===== config.mk =====
export PLATFORM = sky130hd
export DESIGN_NAME = switch_box_flat
export DESIGN_NICKNAME = d
export VERILOG_FILES = /design/src/tile_pkg.sv /design/src/tile_cfg_if.sv /design/src/switch_box.sv /design/src/flat_wrapper.sv
export VERILOG_INCLUDE_DIRS = /design/src /design/src/src
export SDC_FILE = /design/constraint.sdc
export NUM_CORES = 1
export LEC_CHECK = 0
export BUFFER_PORTS_ARGS = -buffer_cell sky130_fd_sc_hd__buf_2
export CAP_MARGIN = 20
export CORE_ASPECT_RATIO = 0.5
export CORE_MARGIN = 5
export CORE_UTILIZATION = 40
export DETAILED_ROUTE_END_ITERATION = 12
export GPL_TIMING_DRIVEN = 0
export PLACE_DENSITY = 0.7
export REMOVE_ABC_BUFFERS = 1
export SYNTH_ARGS = -nofsm -noshare
export SYNTH_HDL_FRONTEND = slang
export SYNTH_SLANG_ARGS = --single-unit

===== constraint.sdc =====
create_clock -name clk -period 1.5 [get_ports clk]
set_clock_uncertainty 0.2 [all_clocks]
set_input_delay 0.3 -clock clk [delete_from_list [all_inputs] [get_ports clk]]
set_output_delay 0.3 -clock clk [all_outputs]
set_load 0.005 [all_outputs]

===== src/tile_defs.svh =====
`ifndef TILE_DEFS_SVH
`define TILE_DEFS_SVH

// Configuration bus
`define TILE_CFG_W 32
`define TILE_ID_W 16
`define TILE_TARGET_W 16

// Target codes in address bits 31:16
`define TILE_SB_TARGET 16'd7
`define TILE_CB0_TARGET 16'd6
`define TILE_CB1_TARGET 16'd5
`define TILE_LB_TARGET 16'd4

// Routing geometry
`define TILE_SIDES 4
`define TILE_OUT_SIDES 3
`define TILE_TRACKS 4
`define TILE_SB_OUTS (`TILE_OUT_SIDES * `TILE_TRACKS)
`define TILE_CB_TRACKS (2 * `TILE_TRACKS)

// Field widths
`define TILE_SB_SEL_W 2
`define TILE_CB_SEL_W 3
`define TILE_FUNC_W 2

`endif


===== src/tile_pkg.sv =====
`include "tile_defs.svh"

package tile_pkg;

	// Two-input function of the logic block
	typedef enum logic [`TILE_FUNC_W-1:0] {
		FUNC_AND  = 2'd0,
		FUNC_OR   = 2'd1,
		FUNC_XOR  = 2'd2,
		FUNC_NAND = 2'd3
	} lb_func_t;

	// One config data word, read differently by each block
	typedef union packed {
		logic [`TILE_CFG_W-1:0] raw;

		// Output (side s, track t) uses sel[4s+t]
		struct packed {
			logic [`TILE_CFG_W-`TILE_SB_OUTS*`TILE_SB_SEL_W-1:0] spare;
			logic [`TILE_SB_OUTS-1:0][`TILE_SB_SEL_W-1:0]        sel;
		} sb;

		// Track index, 0-3 from the input side, 4-7 from the switch box
		struct packed {
			logic [`TILE_CFG_W-`TILE_CB_SEL_W-1:0] spare;
			logic [`TILE_CB_SEL_W-1:0]             track_sel;
		} cb;

		struct packed {
			logic [`TILE_CFG_W-`TILE_FUNC_W-1:0] spare;
			lb_func_t                            func;
		} lb;
	} tile_cfg_word_t;

endpackage


===== src/tile_cfg_if.sv =====
interface tile_cfg_if;
	import tile_pkg::*;

	tile_cfg_word_t word;
	logic           en_sb;
	logic           en_cb0;
	logic           en_cb1;
	logic           en_lb;

	modport decoder (
		output word,
		output en_sb,
		output en_cb0,
		output en_cb1,
		output en_lb
	);

	modport sb (input word, input en_sb);

	// Both enables visible, each box picks its own
	modport cb (input word, input en_cb0, input en_cb1);

	modport lb (input word, input en_lb);

endinterface


===== src/switch_box.sv =====
`include "tile_defs.svh"

module switch_box (
	input  logic                    clk,
	input  logic                    rst_n,
	tile_cfg_if.sb                  cfg,
	input  logic [`TILE_TRACKS-1:0] in_side0,
	input  logic [`TILE_TRACKS-1:0] in_side1,
	input  logic [`TILE_TRACKS-1:0] in_side2,
	input  logic [`TILE_TRACKS-1:0] in_side3,
	input  logic                    pe_result,
	output logic [`TILE_TRACKS-1:0] out_side0,
	output logic [`TILE_TRACKS-1:0] out_side1,
	output logic [`TILE_TRACKS-1:0] out_side2
);

	// Select value that routes the PE result
	localparam logic [`TILE_SB_SEL_W-1:0] SEL_PE = 2'd3;

	logic [`TILE_SB_OUTS-1:0][`TILE_SB_SEL_W-1:0] sel_q;
	logic [`TILE_SIDES-1:0][`TILE_TRACKS-1:0]     in_sides;
	logic [`TILE_OUT_SIDES-1:0][`TILE_TRACKS-1:0] out_sides;

	// Side 3 has no outgoing tracks in this tile
	assign in_sides = {in_side3, in_side2, in_side1, in_side0};

	always_ff @(posedge clk or negedge rst_n) begin
		if (!rst_n) begin
			sel_q <= '0;
		end else if (cfg.en_sb) begin
			sel_q <= cfg.word.sb.sel;
		end
	end

	// Candidate c is the c-th side other than the output side, ascending
	function automatic int cand_side(input int out_side, input int cand);
		int side;
		if (cand < out_side) begin
			side = cand;
		end else begin
			side = cand + 1;
		end
		return side;
	endfunction

	always_comb begin
		for (int s = 0; s < `TILE_OUT_SIDES; s++) begin
			for (int t = 0; t < `TILE_TRACKS; t++) begin
				if (sel_q[`TILE_TRACKS*s+t] == SEL_PE) begin
					out_sides[s][t] = pe_result;
				end else begin
					out_sides[s][t] = in_sides[cand_side(s, int'(sel_q[`TILE_TRACKS*s+t]))][t];
				end
			end
		end
	end

	assign out_side0 = out_sides[0];
	assign out_side1 = out_sides[1];
	assign out_side2 = out_sides[2];

endmodule


===== src/flat_wrapper.sv =====
// flat-port wrapper written by rule: the top's interface ports become plain ports
module switch_box_flat 
  (clk, rst_n, in_side0, in_side1, in_side2, in_side3, pe_result, out_side0, out_side1, out_side2, cfg_word, cfg_en_sb);
  tile_cfg_if cfg_i ();
  input  logic clk;
  input  logic rst_n;
  input  logic [`TILE_TRACKS-1:0] in_side0;
  input  logic [`TILE_TRACKS-1:0] in_side1;
  input  logic [`TILE_TRACKS-1:0] in_side2;
  input  logic [`TILE_TRACKS-1:0] in_side3;
  input  logic pe_result;
  output logic [`TILE_TRACKS-1:0] out_side0;
  output logic [`TILE_TRACKS-1:0] out_side1;
  output logic [`TILE_TRACKS-1:0] out_side2;
  input wire logic [$bits(cfg_i.word)-1:0] cfg_word;
  input wire logic [$bits(cfg_i.en_sb)-1:0] cfg_en_sb;
  assign cfg_i.word = cfg_word;
  assign cfg_i.en_sb = cfg_en_sb;
  switch_box u_core (.clk(clk), .rst_n(rst_n), .cfg(cfg_i), .in_side0(in_side0), .in_side1(in_side1), .in_side2(in_side2), .in_side3(in_side3), .pe_result(pe_result), .out_side0(out_side0), .out_side1(out_side1), .out_side2(out_side2));
endmodule

==> reports/metrics.cfg <==
[clock_tree]
clockBufferDepth=2
cts.sinks=24
clk_latency_ns=0.26
path_clk_slew_ns=0.08
clockRootBuffer=clkbuf_8
ctsHtreeMaxLevel=1
cts_tree=done
cts_made_buffers=3

[power]
clockPowerShare=0.231
internal_power_w=0.00167
netSwitchingFraction=0.313
switchingPower_w=0.000763
p_seq_frac=0.323
power_frac_comb=0.446
finalPower_w=0.00244
p_leak_nw=1.15
p_per_area_nw_per_um2=891
irDropWorstVdd_v=0.000501

[setup_path]
cp.arrival_ns=1.63
cp_max_fo=3
critPathSlowestCell=dfrtp_1
required_ns=1.00
setup.worst_path.end_class=primary output
cp_top_family=flip-flops
crit_path_start_kind=flop
crit_buf_inv=1
cpPeakStageDelay_ns=0.44
path_cells=ha_4 -> nor2b_4 -> a2111oi_4 -> a311oi_1 -> buf_2
critPathKind=flop to primary output

[grt]
grt_pass1_vias=1643
grt_max_degree=33
overflow=0
antenna_found_initial=0
track_usage=0.174
grt_pass1_wl_um=7990

[die]
num_rows=16
dieArea_sq_um=5620
pin_count=64
die_h_um=55.6
start_util=0.420
core_region_area_sq_um=3960
die_x_um=101

[sta]
fin_crit_sh=1.42
setup_viol=12
rsz0062_at_grt=true
drv_slew=0
final.setup.worst_slack_ns=-0.634
setup_tns_ns=-6.03
finalHoldViolations=0
min_period_ns=2.13
fmax_ghz=0.469
worst_slew_pin_slew_ns=0.580
slew_headroom=0.613

[placement]
port-buffer-count=55
post_dp_cell_area_sq_um=1970
gp_congestion=0.733
dp_cells=265
dpl.hpwl_um=2920
dp_slack_ns=-0.510

[cells_and_area]
final_area_sq_um=2730
final_cells=287
antenna_cells=0
areaGrowthSynthToFinish_pct=64.3
nets=306
top_regs=u_core.sel_q (24)
largest_register=u_core.sel_q
largest_reg_flops=24
layout-drive-gt1-share=0.665

[routing]
drc_errors=0
drt_first_pass_iters=4
detail-route-antenna-nets=0
wl_per_cell_um=17.4
routed_wl_um=4990
avgViaCountPerCell=5.29
drtIter0Drc=42
num_vias=1517

[run]
cap_viol_max_count=0

[run_status]
failed_checks=negative setup slack
status=finished with violations

[synthesis]
ys_seq_area_frac=0.361
ys_warn_count=0
netlist_instances=160
synth_area_per_cell_sq_um=10.4
ys_types=15
ys_ff_latch=24
synth_area_sq_um=1660

[worst_hold_path]
hp-class=primary input to flop

==> per-stage QoR <==
step | hold slack [ns] | util
floorplan | -0.196 | -
global placement | 0.109 | 0.497
detailed placement | 0.119 | 0.497
CTS | 0.0312 | 0.657
global route | 0.0409 | 0.689
finish | 0.0357 | 0.689
==> cells in the final DEF, fill, tap and decap left out, types with 3 or more instances in the layout <==
| cell | instances |
|---|---|
| a311oi_1 | 7 |
| a2111oi_4 | 12 |
| clkbuf_8 | 3 |
| mux2i_1 | 12 |
| inv_1 | 7 |
| inv_2 | 13 |
| a311oi_2 | 5 |
| dfrtp_2 | 3 |
| ha_4 | 15 |
| ha_2 | 3 |
| buf_6 | 5 |
| nor2_1 | 12 |
| o21ai_0 | 8 |
| mux2_2 | 16 |
| nor2b_4 | 10 |
| nand2_1 | 8 |
| buf_2 | 55 |
| buf_4 | 12 |
| dfrtp_1 | 21 |
==> layer usage <==
metal / vias up / global-route usage / part of all wire
met3: 8 / 0.0300 / 0.031
met2: 29 / 0.320 / 0.53
li1: 727 / - / -
met5: - / 0 / 0
met4: 0 / 0.0436 / 0.015
met1: 753 / 0.210 / 0.42
==> path summary, 6_finish.rpt <==
check                                       from                to  slack (ns)  cells past startpoint
worst min register to register   u_core.sel_q[1]   u_core.sel_q[1]        0.37                      1
worst max-delay path            u_core.sel_q[17]      out_side2[0]       -0.63                      5
worst max register to register   u_core.sel_q[6]   u_core.sel_q[6]        0.22                      3
min in group asynchronous                  rst_n   u_core.sel_q[9]        0.34                      2
max in group asynchronous                  rst_n  u_core.sel_q[13]        0.36                      2
worst min-delay path                cfg_word[14]  u_core.sel_q[14]        0.04                      3
==> cell families (layout without fill, tap and decap cells) <==
| kind of cell | after synthesis | in the layout | synth area share |
|---|---|---|---|
| flip-flops | 24 | 24 | 0.361 |
| AO/OA/AOI/OAI | 32 | 32 | 0.151 |
| adder cells (fa/ha/maj) | 20 | 20 | 0.150 |
| multiplexers | 28 | 28 | 0.181 |
| buffers and inverters | 24 | 97 | 0.0662 |
| AND/OR/NAND/NOR | 32 | 32 | 0.0903 |
==> worst min-delay path: cells and delay by family <==
| kind | cells | cell delay [ns] |
|---|---|---|
| AOI/OAI and AO/OA | 1 | 0.05 |
| buffers and inverters | 1 | 0.08 |
| and+or+nand+nor | 1 | 0.04 |
==> synthesized netlist by cell type (all sizes together) <==
library cell | instances | area [sq um]
dfrtp | 24 | 601
ha | 20 | 250
inv | 20 | 75.1
mux2 | 16 | 180
a2111oi | 12 | 106
a311oi | 12 | 105
mux2i | 12 | 120
nor2 | 12 | 45.0
nor2b | 12 | 75.1
nand2 | 8 | 30.0
o21ai | 8 | 40.0
buf | 3 | 30.0
clkbuf | 1 | 5.00
==> power by group through the flow <==
stage / clock network [W] / logic, W / registers [W]
after floorplan: 0 / 0.000332 / 0.000760
after global placement: 0 / 0.000527 / 0.000770
after detailed placement: 0 / 0.000556 / 0.000776
after CTS: 0.000577 / 0.000945 / 0.000776
after global routing: 0.000604 / 0.00117 / 0.000794
final: 0.000563 / 0.00109 / 0.000785
==> area by class of cell <==
class                           count  area (sq um)
Multi-Input combinational cell    112          1480
Timing Repair Buffer               73           432
Sequential cell                    24           604
Tap cell                           54          67.6
Inverter                           20          75.1
Clock inverter                      1          30.0
Clock buffer                        3          41.3
Fill cell                         276          1230
==> what timing repair did <==
item,4_1_cts,5_1_grt
setup buffers,16,1
hold buffers,1,0
gates cloned,0,0
setup endpoints to repair,12,12
pin swaps,23,17
gates resized for setup,88,19
hold endpoints to repair,24,0
Note: power is estimated with default switching activity, not from simulation.
