## src/tile_defs.svh

```systemverilog
`ifndef TILE_DEFS_SVH
`define TILE_DEFS_SVH

// Configuration bus
`define TILE_CFG_W 32
`define TILE_ID_W 16
`define TILE_TARGET_W 16

// Target codes in address bits 31:16
`define TILE_SB_TARGET 16'd7
`define TILE_CB0_TARGET 16'd6
`define TILE_CB1_TARGET 16'd5
`define TILE_LB_TARGET 16'd4

// Routing geometry
`define TILE_SIDES 4
`define TILE_OUT_SIDES 3
`define TILE_TRACKS 4
`define TILE_SB_OUTS (`TILE_OUT_SIDES * `TILE_TRACKS)
`define TILE_CB_TRACKS (2 * `TILE_TRACKS)

// Field widths
`define TILE_SB_SEL_W 2
`define TILE_CB_SEL_W 3
`define TILE_FUNC_W 2

`endif

```

## src/tile_pkg.sv

```systemverilog
`include "tile_defs.svh"

package tile_pkg;

	// Two-input function of the logic block
	typedef enum logic [`TILE_FUNC_W-1:0] {
		FUNC_AND  = 2'd0,
		FUNC_OR   = 2'd1,
		FUNC_XOR  = 2'd2,
		FUNC_NAND = 2'd3
	} lb_func_t;

	// One config data word, read differently by each block
	typedef union packed {
		logic [`TILE_CFG_W-1:0] raw;

		// Output (side s, track t) uses sel[4s+t]
		struct packed {
			logic [`TILE_CFG_W-`TILE_SB_OUTS*`TILE_SB_SEL_W-1:0] spare;
			logic [`TILE_SB_OUTS-1:0][`TILE_SB_SEL_W-1:0]        sel;
		} sb;

		// Track index, 0-3 from the input side, 4-7 from the switch box
		struct packed {
			logic [`TILE_CFG_W-`TILE_CB_SEL_W-1:0] spare;
			logic [`TILE_CB_SEL_W-1:0]             track_sel;
		} cb;

		struct packed {
			logic [`TILE_CFG_W-`TILE_FUNC_W-1:0] spare;
			lb_func_t                            func;
		} lb;
	} tile_cfg_word_t;

endpackage

```

## src/tile_cfg_if.sv

```systemverilog
interface tile_cfg_if;
	import tile_pkg::*;

	tile_cfg_word_t word;
	logic           en_sb;
	logic           en_cb0;
	logic           en_cb1;
	logic           en_lb;

	modport decoder (
		output word,
		output en_sb,
		output en_cb0,
		output en_cb1,
		output en_lb
	);

	modport sb (input word, input en_sb);

	// Both enables visible, each box picks its own
	modport cb (input word, input en_cb0, input en_cb1);

	modport lb (input word, input en_lb);

endinterface

```

## src/cfg_decoder.sv

```systemverilog
`include "tile_defs.svh"

module cfg_decoder (
	input  logic                   config_valid,
	input  logic [`TILE_CFG_W-1:0] config_addr,
	input  logic [`TILE_CFG_W-1:0] config_data,
	input  logic [`TILE_ID_W-1:0]  tile_id,
	tile_cfg_if.decoder            cfg
);

	logic [`TILE_TARGET_W-1:0] target;
	logic                      tile_hit;

	assign target   = config_addr[`TILE_CFG_W-1:`TILE_ID_W];
	assign tile_hit = config_valid && (config_addr[`TILE_ID_W-1:0] == tile_id);

	// Target codes are distinct, so at most one enable goes high
	always_comb begin
		cfg.en_sb  = 1'b0;
		cfg.en_cb0 = 1'b0;
		cfg.en_cb1 = 1'b0;
		cfg.en_lb  = 1'b0;
		if (tile_hit) begin
			case (target)
				`TILE_SB_TARGET: cfg.en_sb = 1'b1;
				`TILE_CB0_TARGET: cfg.en_cb0 = 1'b1;
				`TILE_CB1_TARGET: cfg.en_cb1 = 1'b1;
				`TILE_LB_TARGET: cfg.en_lb = 1'b1;
				default: begin
					cfg.en_sb = 1'b0;
				end
			endcase
		end
	end

	// Data passes through, each block reads its own view
	assign cfg.word.raw = config_data;

endmodule

```

## src/flat_wrapper.sv

```systemverilog
// flat-port wrapper written by rule: the top's interface ports become plain ports
module cfg_decoder_flat 
  (config_valid, config_addr, config_data, tile_id, cfg_word, cfg_en_sb, cfg_en_cb0, cfg_en_cb1, cfg_en_lb);
  tile_cfg_if cfg_i ();
  input  logic config_valid;
  input  logic [`TILE_CFG_W-1:0] config_addr;
  input  logic [`TILE_CFG_W-1:0] config_data;
  input  logic [`TILE_ID_W-1:0] tile_id;
  output wire logic [$bits(cfg_i.word)-1:0] cfg_word;
  output wire logic [$bits(cfg_i.en_sb)-1:0] cfg_en_sb;
  output wire logic [$bits(cfg_i.en_cb0)-1:0] cfg_en_cb0;
  output wire logic [$bits(cfg_i.en_cb1)-1:0] cfg_en_cb1;
  output wire logic [$bits(cfg_i.en_lb)-1:0] cfg_en_lb;
  assign cfg_word = cfg_i.word;
  assign cfg_en_sb = cfg_i.en_sb;
  assign cfg_en_cb0 = cfg_i.en_cb0;
  assign cfg_en_cb1 = cfg_i.en_cb1;
  assign cfg_en_lb = cfg_i.en_lb;
  cfg_decoder u_core (.config_valid(config_valid), .config_addr(config_addr), .config_data(config_data), .tile_id(tile_id), .cfg(cfg_i));
endmodule
```

## config.mk

```make
export PLATFORM = sky130hd
export DESIGN_NAME = cfg_decoder_flat
export DESIGN_NICKNAME = d
export VERILOG_FILES = /design/src/tile_pkg.sv /design/src/tile_cfg_if.sv /design/src/cfg_decoder.sv /design/src/flat_wrapper.sv
export VERILOG_INCLUDE_DIRS = /design/src /design/src/src
export SDC_FILE = /design/constraint.sdc
export NUM_CORES = 1
export LEC_CHECK = 0
export ABC_AREA = 1
export BUFFER_PORTS_ARGS = -buffer_cell sky130_fd_sc_hd__buf_2
export CORE_ASPECT_RATIO = 1.25
export CORE_MARGIN = 5
export CORE_UTILIZATION = 31
export DETAILED_ROUTE_END_ITERATION = 12
export MAX_ROUTING_LAYER = met4
export PLACE_DENSITY = 0.91
export SKIP_LAST_GASP = 1
export SYNTH_ARGS = -nofsm -noshare
export SYNTH_HDL_FRONTEND = slang
export SYNTH_SLANG_ARGS = --single-unit
```

## constraint.sdc

```tcl
create_clock -name vclk -period 2.5
set_input_delay 0.5 -clock vclk [all_inputs]
set_output_delay 0.5 -clock vclk [all_outputs]
set_load 0.1 [all_outputs]
```

==> impl_metrics.prom, run 1 <==
# TYPE chip_impl_metric gauge
chip_impl_info{name="run_status",value="complete, no violations"} 1
chip_impl_metric{name="grt_overflow",unit=""} 0
chip_impl_metric{name="placedCellCount",unit=""} 173
chip_impl_metric{name="fin_crit_sh",unit=""} 0.858
chip_impl_metric{name="setup-tns-final",unit="ns"} 0
chip_impl_metric{name="ant_nets",unit=""} 0
chip_impl_metric{name="die_x",unit="um"} 51.8
chip_impl_metric{name="seqPwrFrac",unit=""} 0
chip_impl_metric{name="place.port_buffers",unit=""} 53
chip_impl_metric{name="syn_area",unit="um2"} 677
chip_impl_metric{name="grt_first_pass_wirelength",unit="um"} 2440
chip_impl_metric{name="remaining_drc_errors",unit=""} 0
chip_impl_metric{name="hold_viol_final",unit=""} 0
chip_impl_metric{name="timing_worst_slew_pin_value",unit="ns"} 0.489
chip_impl_metric{name="fin_area",unit="um2"} 743
chip_impl_info{name="worstSetupPathType",value="primary input to primary output"} 1
chip_impl_metric{name="synthesis.yosys.warnings",unit=""} 0
chip_impl_metric{name="place.detailed.hpwl",unit="um"} 1550
chip_impl_info{name="unrepaired_setup_endpoints_after_global_routing",value="false"} 1
chip_impl_metric{name="swShare",unit=""} 0.473
chip_impl_metric{name="routed_wirelength",unit="um"} 1620
chip_impl_metric{name="total_internal_power",unit="uW"} 44.9
chip_impl_metric{name="max_slew_margin",unit=""} 0.676
chip_impl_metric{name="drv_slew",unit=""} 0
chip_impl_metric{name="initial_cell_density_of_the_core",unit=""} 0.316
chip_impl_metric{name="critPathArrivalTime",unit="ns"} 1.64
chip_impl_metric{name="worstPathRequired",unit="ns"} 2.00
chip_impl_info{name="crit_path_top_delay_cell",value="buf_2"} 1
chip_impl_metric{name="report.final.setup_viol",unit=""} 0
chip_impl_metric{name="fin_cells",unit=""} 173
chip_impl_metric{name="synthCells",unit=""} 131
chip_impl_metric{name="via_count",unit=""} 744
chip_impl_metric{name="synthesis.area_per_instance",unit="um2"} 5.17
chip_impl_metric{name="viasPerCell",unit=""} 4.30
chip_impl_metric{name="cts_setup_buffers",unit=""} 0
chip_impl_metric{name="path_max_fanout",unit=""} 4
chip_impl_metric{name="worst_vdd_drop",unit="mV"} 0.0510
chip_impl_info{name="layout_common_cells",value="buf_2, nand2_1, inv_1"} 1
chip_impl_metric{name="layout-drive-gt1-share",unit=""} 0.382
chip_impl_metric{name="grt_start_max_net_pins",unit=""} 5
chip_impl_metric{name="groute.usage.overall",unit=""} 0.0928
chip_impl_metric{name="cp_peak_stage_delay",unit="ns"} 0.43
chip_impl_metric{name="drt-initial-drc-count",unit=""} 4
chip_impl_info{name="worstHoldPathType",value="primary input to primary output"} 1
chip_impl_metric{name="fillerInstances",unit=""} 248
chip_impl_metric{name="final_util",unit=""} 0.347
chip_impl_metric{name="detail_route.wl_per_cell",unit="um"} 9.36
chip_impl_metric{name="cts_hold_buffers",unit=""} 0
chip_impl_info{name="crit_top_cell",value="buf_2"} 1
chip_impl_metric{name="sequential_cell_total",unit=""} 0
chip_impl_metric{name="area_of_the_multi_input_gates",unit="um2"} 339
chip_impl_metric{name="grt_antenna_before_repair",unit=""} 0
chip_impl_metric{name="nets",unit=""} 235
chip_impl_metric{name="fp.dieH",unit="um"} 62.2
chip_impl_metric{name="clock_share_of_power",unit=""} 0
chip_impl_info{name="ordered_cell_list_for_the_critical_path",value="buf_2 > nor4_4 > nand4_1 > nor2_1 > buf_2"} 1
chip_impl_metric{name="areaGrowthSynthToFinish",unit="%"} 9.80
chip_impl_info{name="worstSetupEndpointType",value="primary output"} 1
chip_impl_metric{name="num-clock-buffers",unit=""} 0
chip_impl_info{name="final_common_cell",value="buf_2"} 1
chip_impl_metric{name="whs",unit="ns"} 1.00
chip_impl_metric{name="fmaxAchievable",unit="MHz"} 466
chip_impl_metric{name="synthDistinctLibCells",unit=""} 14
chip_impl_info{name="worst_setup_path_start_kind",value="primary input"} 1
chip_impl_metric{name="finalWorstPathRequiredPeriod",unit="ns"} 2.14
chip_impl_metric{name="placementRows",unit=""} 19
chip_impl_metric{name="cap_viol_max_count",unit=""} 0
chip_impl_metric{name="gp_congestion",unit=""} 0.711
chip_impl_metric{name="synth.yosys.seq_area_share",unit=""} 0
chip_impl_metric{name="cts_resized",unit=""} 0
chip_impl_metric{name="power.net_switching",unit="uW"} 40.3
chip_impl_metric{name="first_global_vias",unit=""} 641
chip_impl_metric{name="floorplan.core_area",unit="mm2"} 0.00214
chip_impl_metric{name="ios",unit=""} 117
chip_impl_metric{name="n_antenna_cell",unit=""} 0
chip_impl_metric{name="drtPass1Iterations",unit=""} 4
chip_impl_metric{name="placement.cell_area",unit="um2"} 743
chip_impl_metric{name="powerDensity",unit="mW/mm2"} 115
chip_impl_metric{name="synthesis.nets",unit=""} 212
chip_impl_metric{name="comb_power_share",unit=""} 1.000
chip_impl_metric{name="ff_latch_area",unit="um2"} 0
chip_impl_metric{name="dieArea",unit="mm2"} 0.00322
chip_impl_metric{name="power.leakage",unit="uW"} 0.000510
==> area by class of cell <==
class | instances | area share
inverter | 26 | 0.131
multi-input combinational | 73 | 0.456
tap | 21 | 0.0354
timing repair buffer | 53 | 0.377
==> path summary, 6_finish.rpt <==
path,to,from,cells past startpoint,slack [ns]
worst max-delay path,cfg_en_cb0,config_addr[21],5,0.36
worst min-delay path,cfg_word[15],config_data[15],0,1.00
==> kinds of logic (layout without fill, tap and decap cells) <==
group	after synthesis	after routing	share of synthesized area
AOI/OAI and AO/OA	2	2	0.0185
xor gates and xnor gates	2	2	0.0259
buffers and inverters	58	79	0.499
and+or+nand+nor	69	69	0.457
==> metal layers <==
metal	GRT usage	routed length (um)
met1	0.0848	488
met3	0.0191	253
met2	0.180	845
met5	-	0
met4	0.0328	32
==> critical path, delay by kind of cell <==
kind,cells,cell delay (ns)
simple gates,3,0.60
buf+inv,2,0.54
==> per-stage QoR <==
step                      setup WS [ns]  power, uW
after floorplan                  -0.209        279
after global placement            0.356       84.7
final                             0.356       85.2
after detailed placement          0.332       86.5
after CTS                         0.335       86.8
after global routing              0.187       98.6
==> power by group through the flow <==
stage	Sequential, uW	Clock [uW]	Combinational (uW)
finish	0	0	85.2
global route	0	0	98.6
CTS	0	0	86.8
detailed placement	0	0	86.5
global placement	0	0	84.7
floorplan	0	0	279
==> synthesized netlist by cell type (all sizes together) <==
cell / count / share of area
nor2: 21 / 0.12
nand4: 4 / 0.037
nor4: 1 / 0.031
nor3: 2 / 0.022
inv: 26 / 0.14
nand2: 39 / 0.22
nor3b: 1 / 0.011
o21ai: 1 / 0.0074
o211ai: 1 / 0.011
nand3: 1 / 0.015
buf: 32 / 0.35
xor2: 2 / 0.026
Note: power is estimated with default switching activity, not from simulation.
==> run 2, diff against run 1 <==
==> constraint.sdc (replaced) <==
create_clock -name vclk -period 2.5
set_input_delay 0.5 -clock vclk [all_inputs]
set_output_delay 0.5 -clock vclk [all_outputs]
set_load 0.05 [all_outputs]
==> impl_metrics.prom, run 2 (synthesized netlist as in run 1, its figures left out) <==
# TYPE chip_impl_metric gauge
chip_impl_metric{name="finalWorstPathRequiredPeriod",unit="ns"} 2.03
chip_impl_metric{name="comb_power_share",unit=""} 1.000
chip_impl_info{name="run_status",value="complete, no violations"} 1
chip_impl_metric{name="worst_vdd_drop",unit="mV"} 0.0417
chip_impl_metric{name="detail_route.wl_per_cell",unit="um"} 9.71
chip_impl_metric{name="hold_viol_final",unit=""} 0
chip_impl_metric{name="clock_share_of_power",unit=""} 0
chip_impl_metric{name="areaGrowthSynthToFinish",unit="%"} 7.58
chip_impl_metric{name="path_max_fanout",unit=""} 4
chip_impl_metric{name="power.net_switching",unit="uW"} 40.6
chip_impl_metric{name="via_count",unit=""} 752
chip_impl_metric{name="num-clock-buffers",unit=""} 0
chip_impl_metric{name="fmaxAchievable",unit="MHz"} 493
chip_impl_metric{name="seqPwrFrac",unit=""} 0
chip_impl_metric{name="area_of_the_multi_input_gates",unit="um2"} 339
chip_impl_metric{name="final_util",unit=""} 0.340
chip_impl_metric{name="viasPerCell",unit=""} 4.35
chip_impl_metric{name="groute.usage.overall",unit=""} 0.0967
chip_impl_metric{name="die_x",unit="um"} 51.8
chip_impl_metric{name="cts_setup_buffers",unit=""} 0
chip_impl_metric{name="grt_start_max_net_pins",unit=""} 5
chip_impl_metric{name="drt-initial-drc-count",unit=""} 3
chip_impl_metric{name="place.port_buffers",unit=""} 53
chip_impl_metric{name="ff_latch_area",unit="um2"} 0
chip_impl_metric{name="fin_crit_sh",unit=""} 0.811
chip_impl_metric{name="nets",unit=""} 235
chip_impl_metric{name="cts_resized",unit=""} 0
chip_impl_metric{name="first_global_vias",unit=""} 695
chip_impl_metric{name="routed_wirelength",unit="um"} 1680
chip_impl_metric{name="drtPass1Iterations",unit=""} 4
chip_impl_metric{name="setup-tns-final",unit="ns"} 0
chip_impl_metric{name="cap_viol_max_count",unit=""} 0
chip_impl_info{name="layout_common_cells",value="buf_2, nand2_1, inv_1"} 1
chip_impl_metric{name="fp.dieH",unit="um"} 62.2
chip_impl_metric{name="cts_hold_buffers",unit=""} 0
chip_impl_metric{name="worstPathRequired",unit="ns"} 2.00
chip_impl_metric{name="fillerInstances",unit=""} 256
chip_impl_info{name="unrepaired_setup_endpoints_after_global_routing",value="false"} 1
chip_impl_metric{name="dieArea",unit="mm2"} 0.00322
chip_impl_metric{name="remaining_drc_errors",unit=""} 0
chip_impl_metric{name="ios",unit=""} 117
chip_impl_metric{name="layout-drive-gt1-share",unit=""} 0.382
chip_impl_metric{name="power.leakage",unit="uW"} 0.000508
chip_impl_info{name="final_common_cell",value="buf_2"} 1
chip_impl_metric{name="grt_antenna_before_repair",unit=""} 0
chip_impl_metric{name="sequential_cell_total",unit=""} 0
chip_impl_metric{name="max_slew_margin",unit=""} 0.808
chip_impl_metric{name="timing_worst_slew_pin_value",unit="ns"} 0.285
chip_impl_metric{name="ant_nets",unit=""} 0
chip_impl_metric{name="floorplan.core_area",unit="mm2"} 0.00214
chip_impl_metric{name="grt_first_pass_wirelength",unit="um"} 2540
chip_impl_metric{name="critPathArrivalTime",unit="ns"} 1.53
chip_impl_metric{name="place.detailed.hpwl",unit="um"} 1590
chip_impl_metric{name="drv_slew",unit=""} 0
chip_impl_metric{name="report.final.setup_viol",unit=""} 0
chip_impl_info{name="worstHoldPathType",value="primary input to primary output"} 1
chip_impl_info{name="worst_setup_path_start_kind",value="primary input"} 1
chip_impl_metric{name="initial_cell_density_of_the_core",unit=""} 0.316
chip_impl_metric{name="gp_congestion",unit=""} 0.729
chip_impl_metric{name="powerDensity",unit="mW/mm2"} 117
chip_impl_metric{name="total_internal_power",unit="uW"} 44.9
chip_impl_metric{name="placementRows",unit=""} 19
chip_impl_info{name="worstSetupPathType",value="primary input to primary output"} 1
chip_impl_metric{name="n_antenna_cell",unit=""} 0
chip_impl_metric{name="grt_overflow",unit=""} 0
chip_impl_info{name="worstSetupEndpointType",value="primary output"} 1
chip_impl_metric{name="swShare",unit=""} 0.475
[run 2: cell counts in the layout (fill, tap and decap cells not counted)]
Identical to the previous run, type by type.
[run 2: final timing paths]
| kind | start | end | slack (ns) | depth (start not counted) |
|---|---|---|---|---|
| max | config_addr[31] | cfg_en_cb1 | 0.47 | 7 |
| min | config_data[15] | cfg_word[15] | 1.00 | 0 |
[run 2: layout make-up]
type	count	share of cell area
inverters	26	0.134
multi-input cells	73	0.466
repair buffers	53	0.364
well taps	21	0.0361
[run 2: routing by layer]
layer | wire length [um] | GRT usage | vias up | share of wire
met3 | 258 | 0.0144 | 8 | 0.15
met5 | 0 | - | - | 0
li1 | - | - | 398 | -
met1 | 511 | 0.0862 | 294 | 0.30
met4 | 32 | 0.0328 | 0 | 0.019
met2 | 876 | 0.194 | 52 | 0.52
[run 2: stage by stage]
step           area [um2]  setup slack [ns]  instances  hold slack (ns)  power, uW
2_1_floorplan         677             0.396        131             1.17        175
4_1_cts               728             0.474        173             1.00       87.0
6_report              728             0.473        173             1.00       85.5
5_1_grt               728             0.311        173             1.00       98.6
3_5_place_dp          728             0.476        173             1.00       86.8
3_3_place_gp          728             0.497        173             1.00       84.1
[run 2: power groups by stage]
stage / sequential (uW) / clock (uW) / combinational, uW
finish: 0 / 0 / 85.5
global route: 0 / 0 / 98.6
CTS: 0 / 0 / 87.0
detailed placement: 0 / 0 / 86.8
global placement: 0 / 0 / 84.1
floorplan: 0 / 0 / 175
[run 2: critical path, cell delays in order]
cell and delay (ns):
buf_2 0.10, nor2_1 0.09, nand2_1 0.06, nor2_1 0.22, nand4_1 0.13, nor2_1 0.14
buf_2 0.28
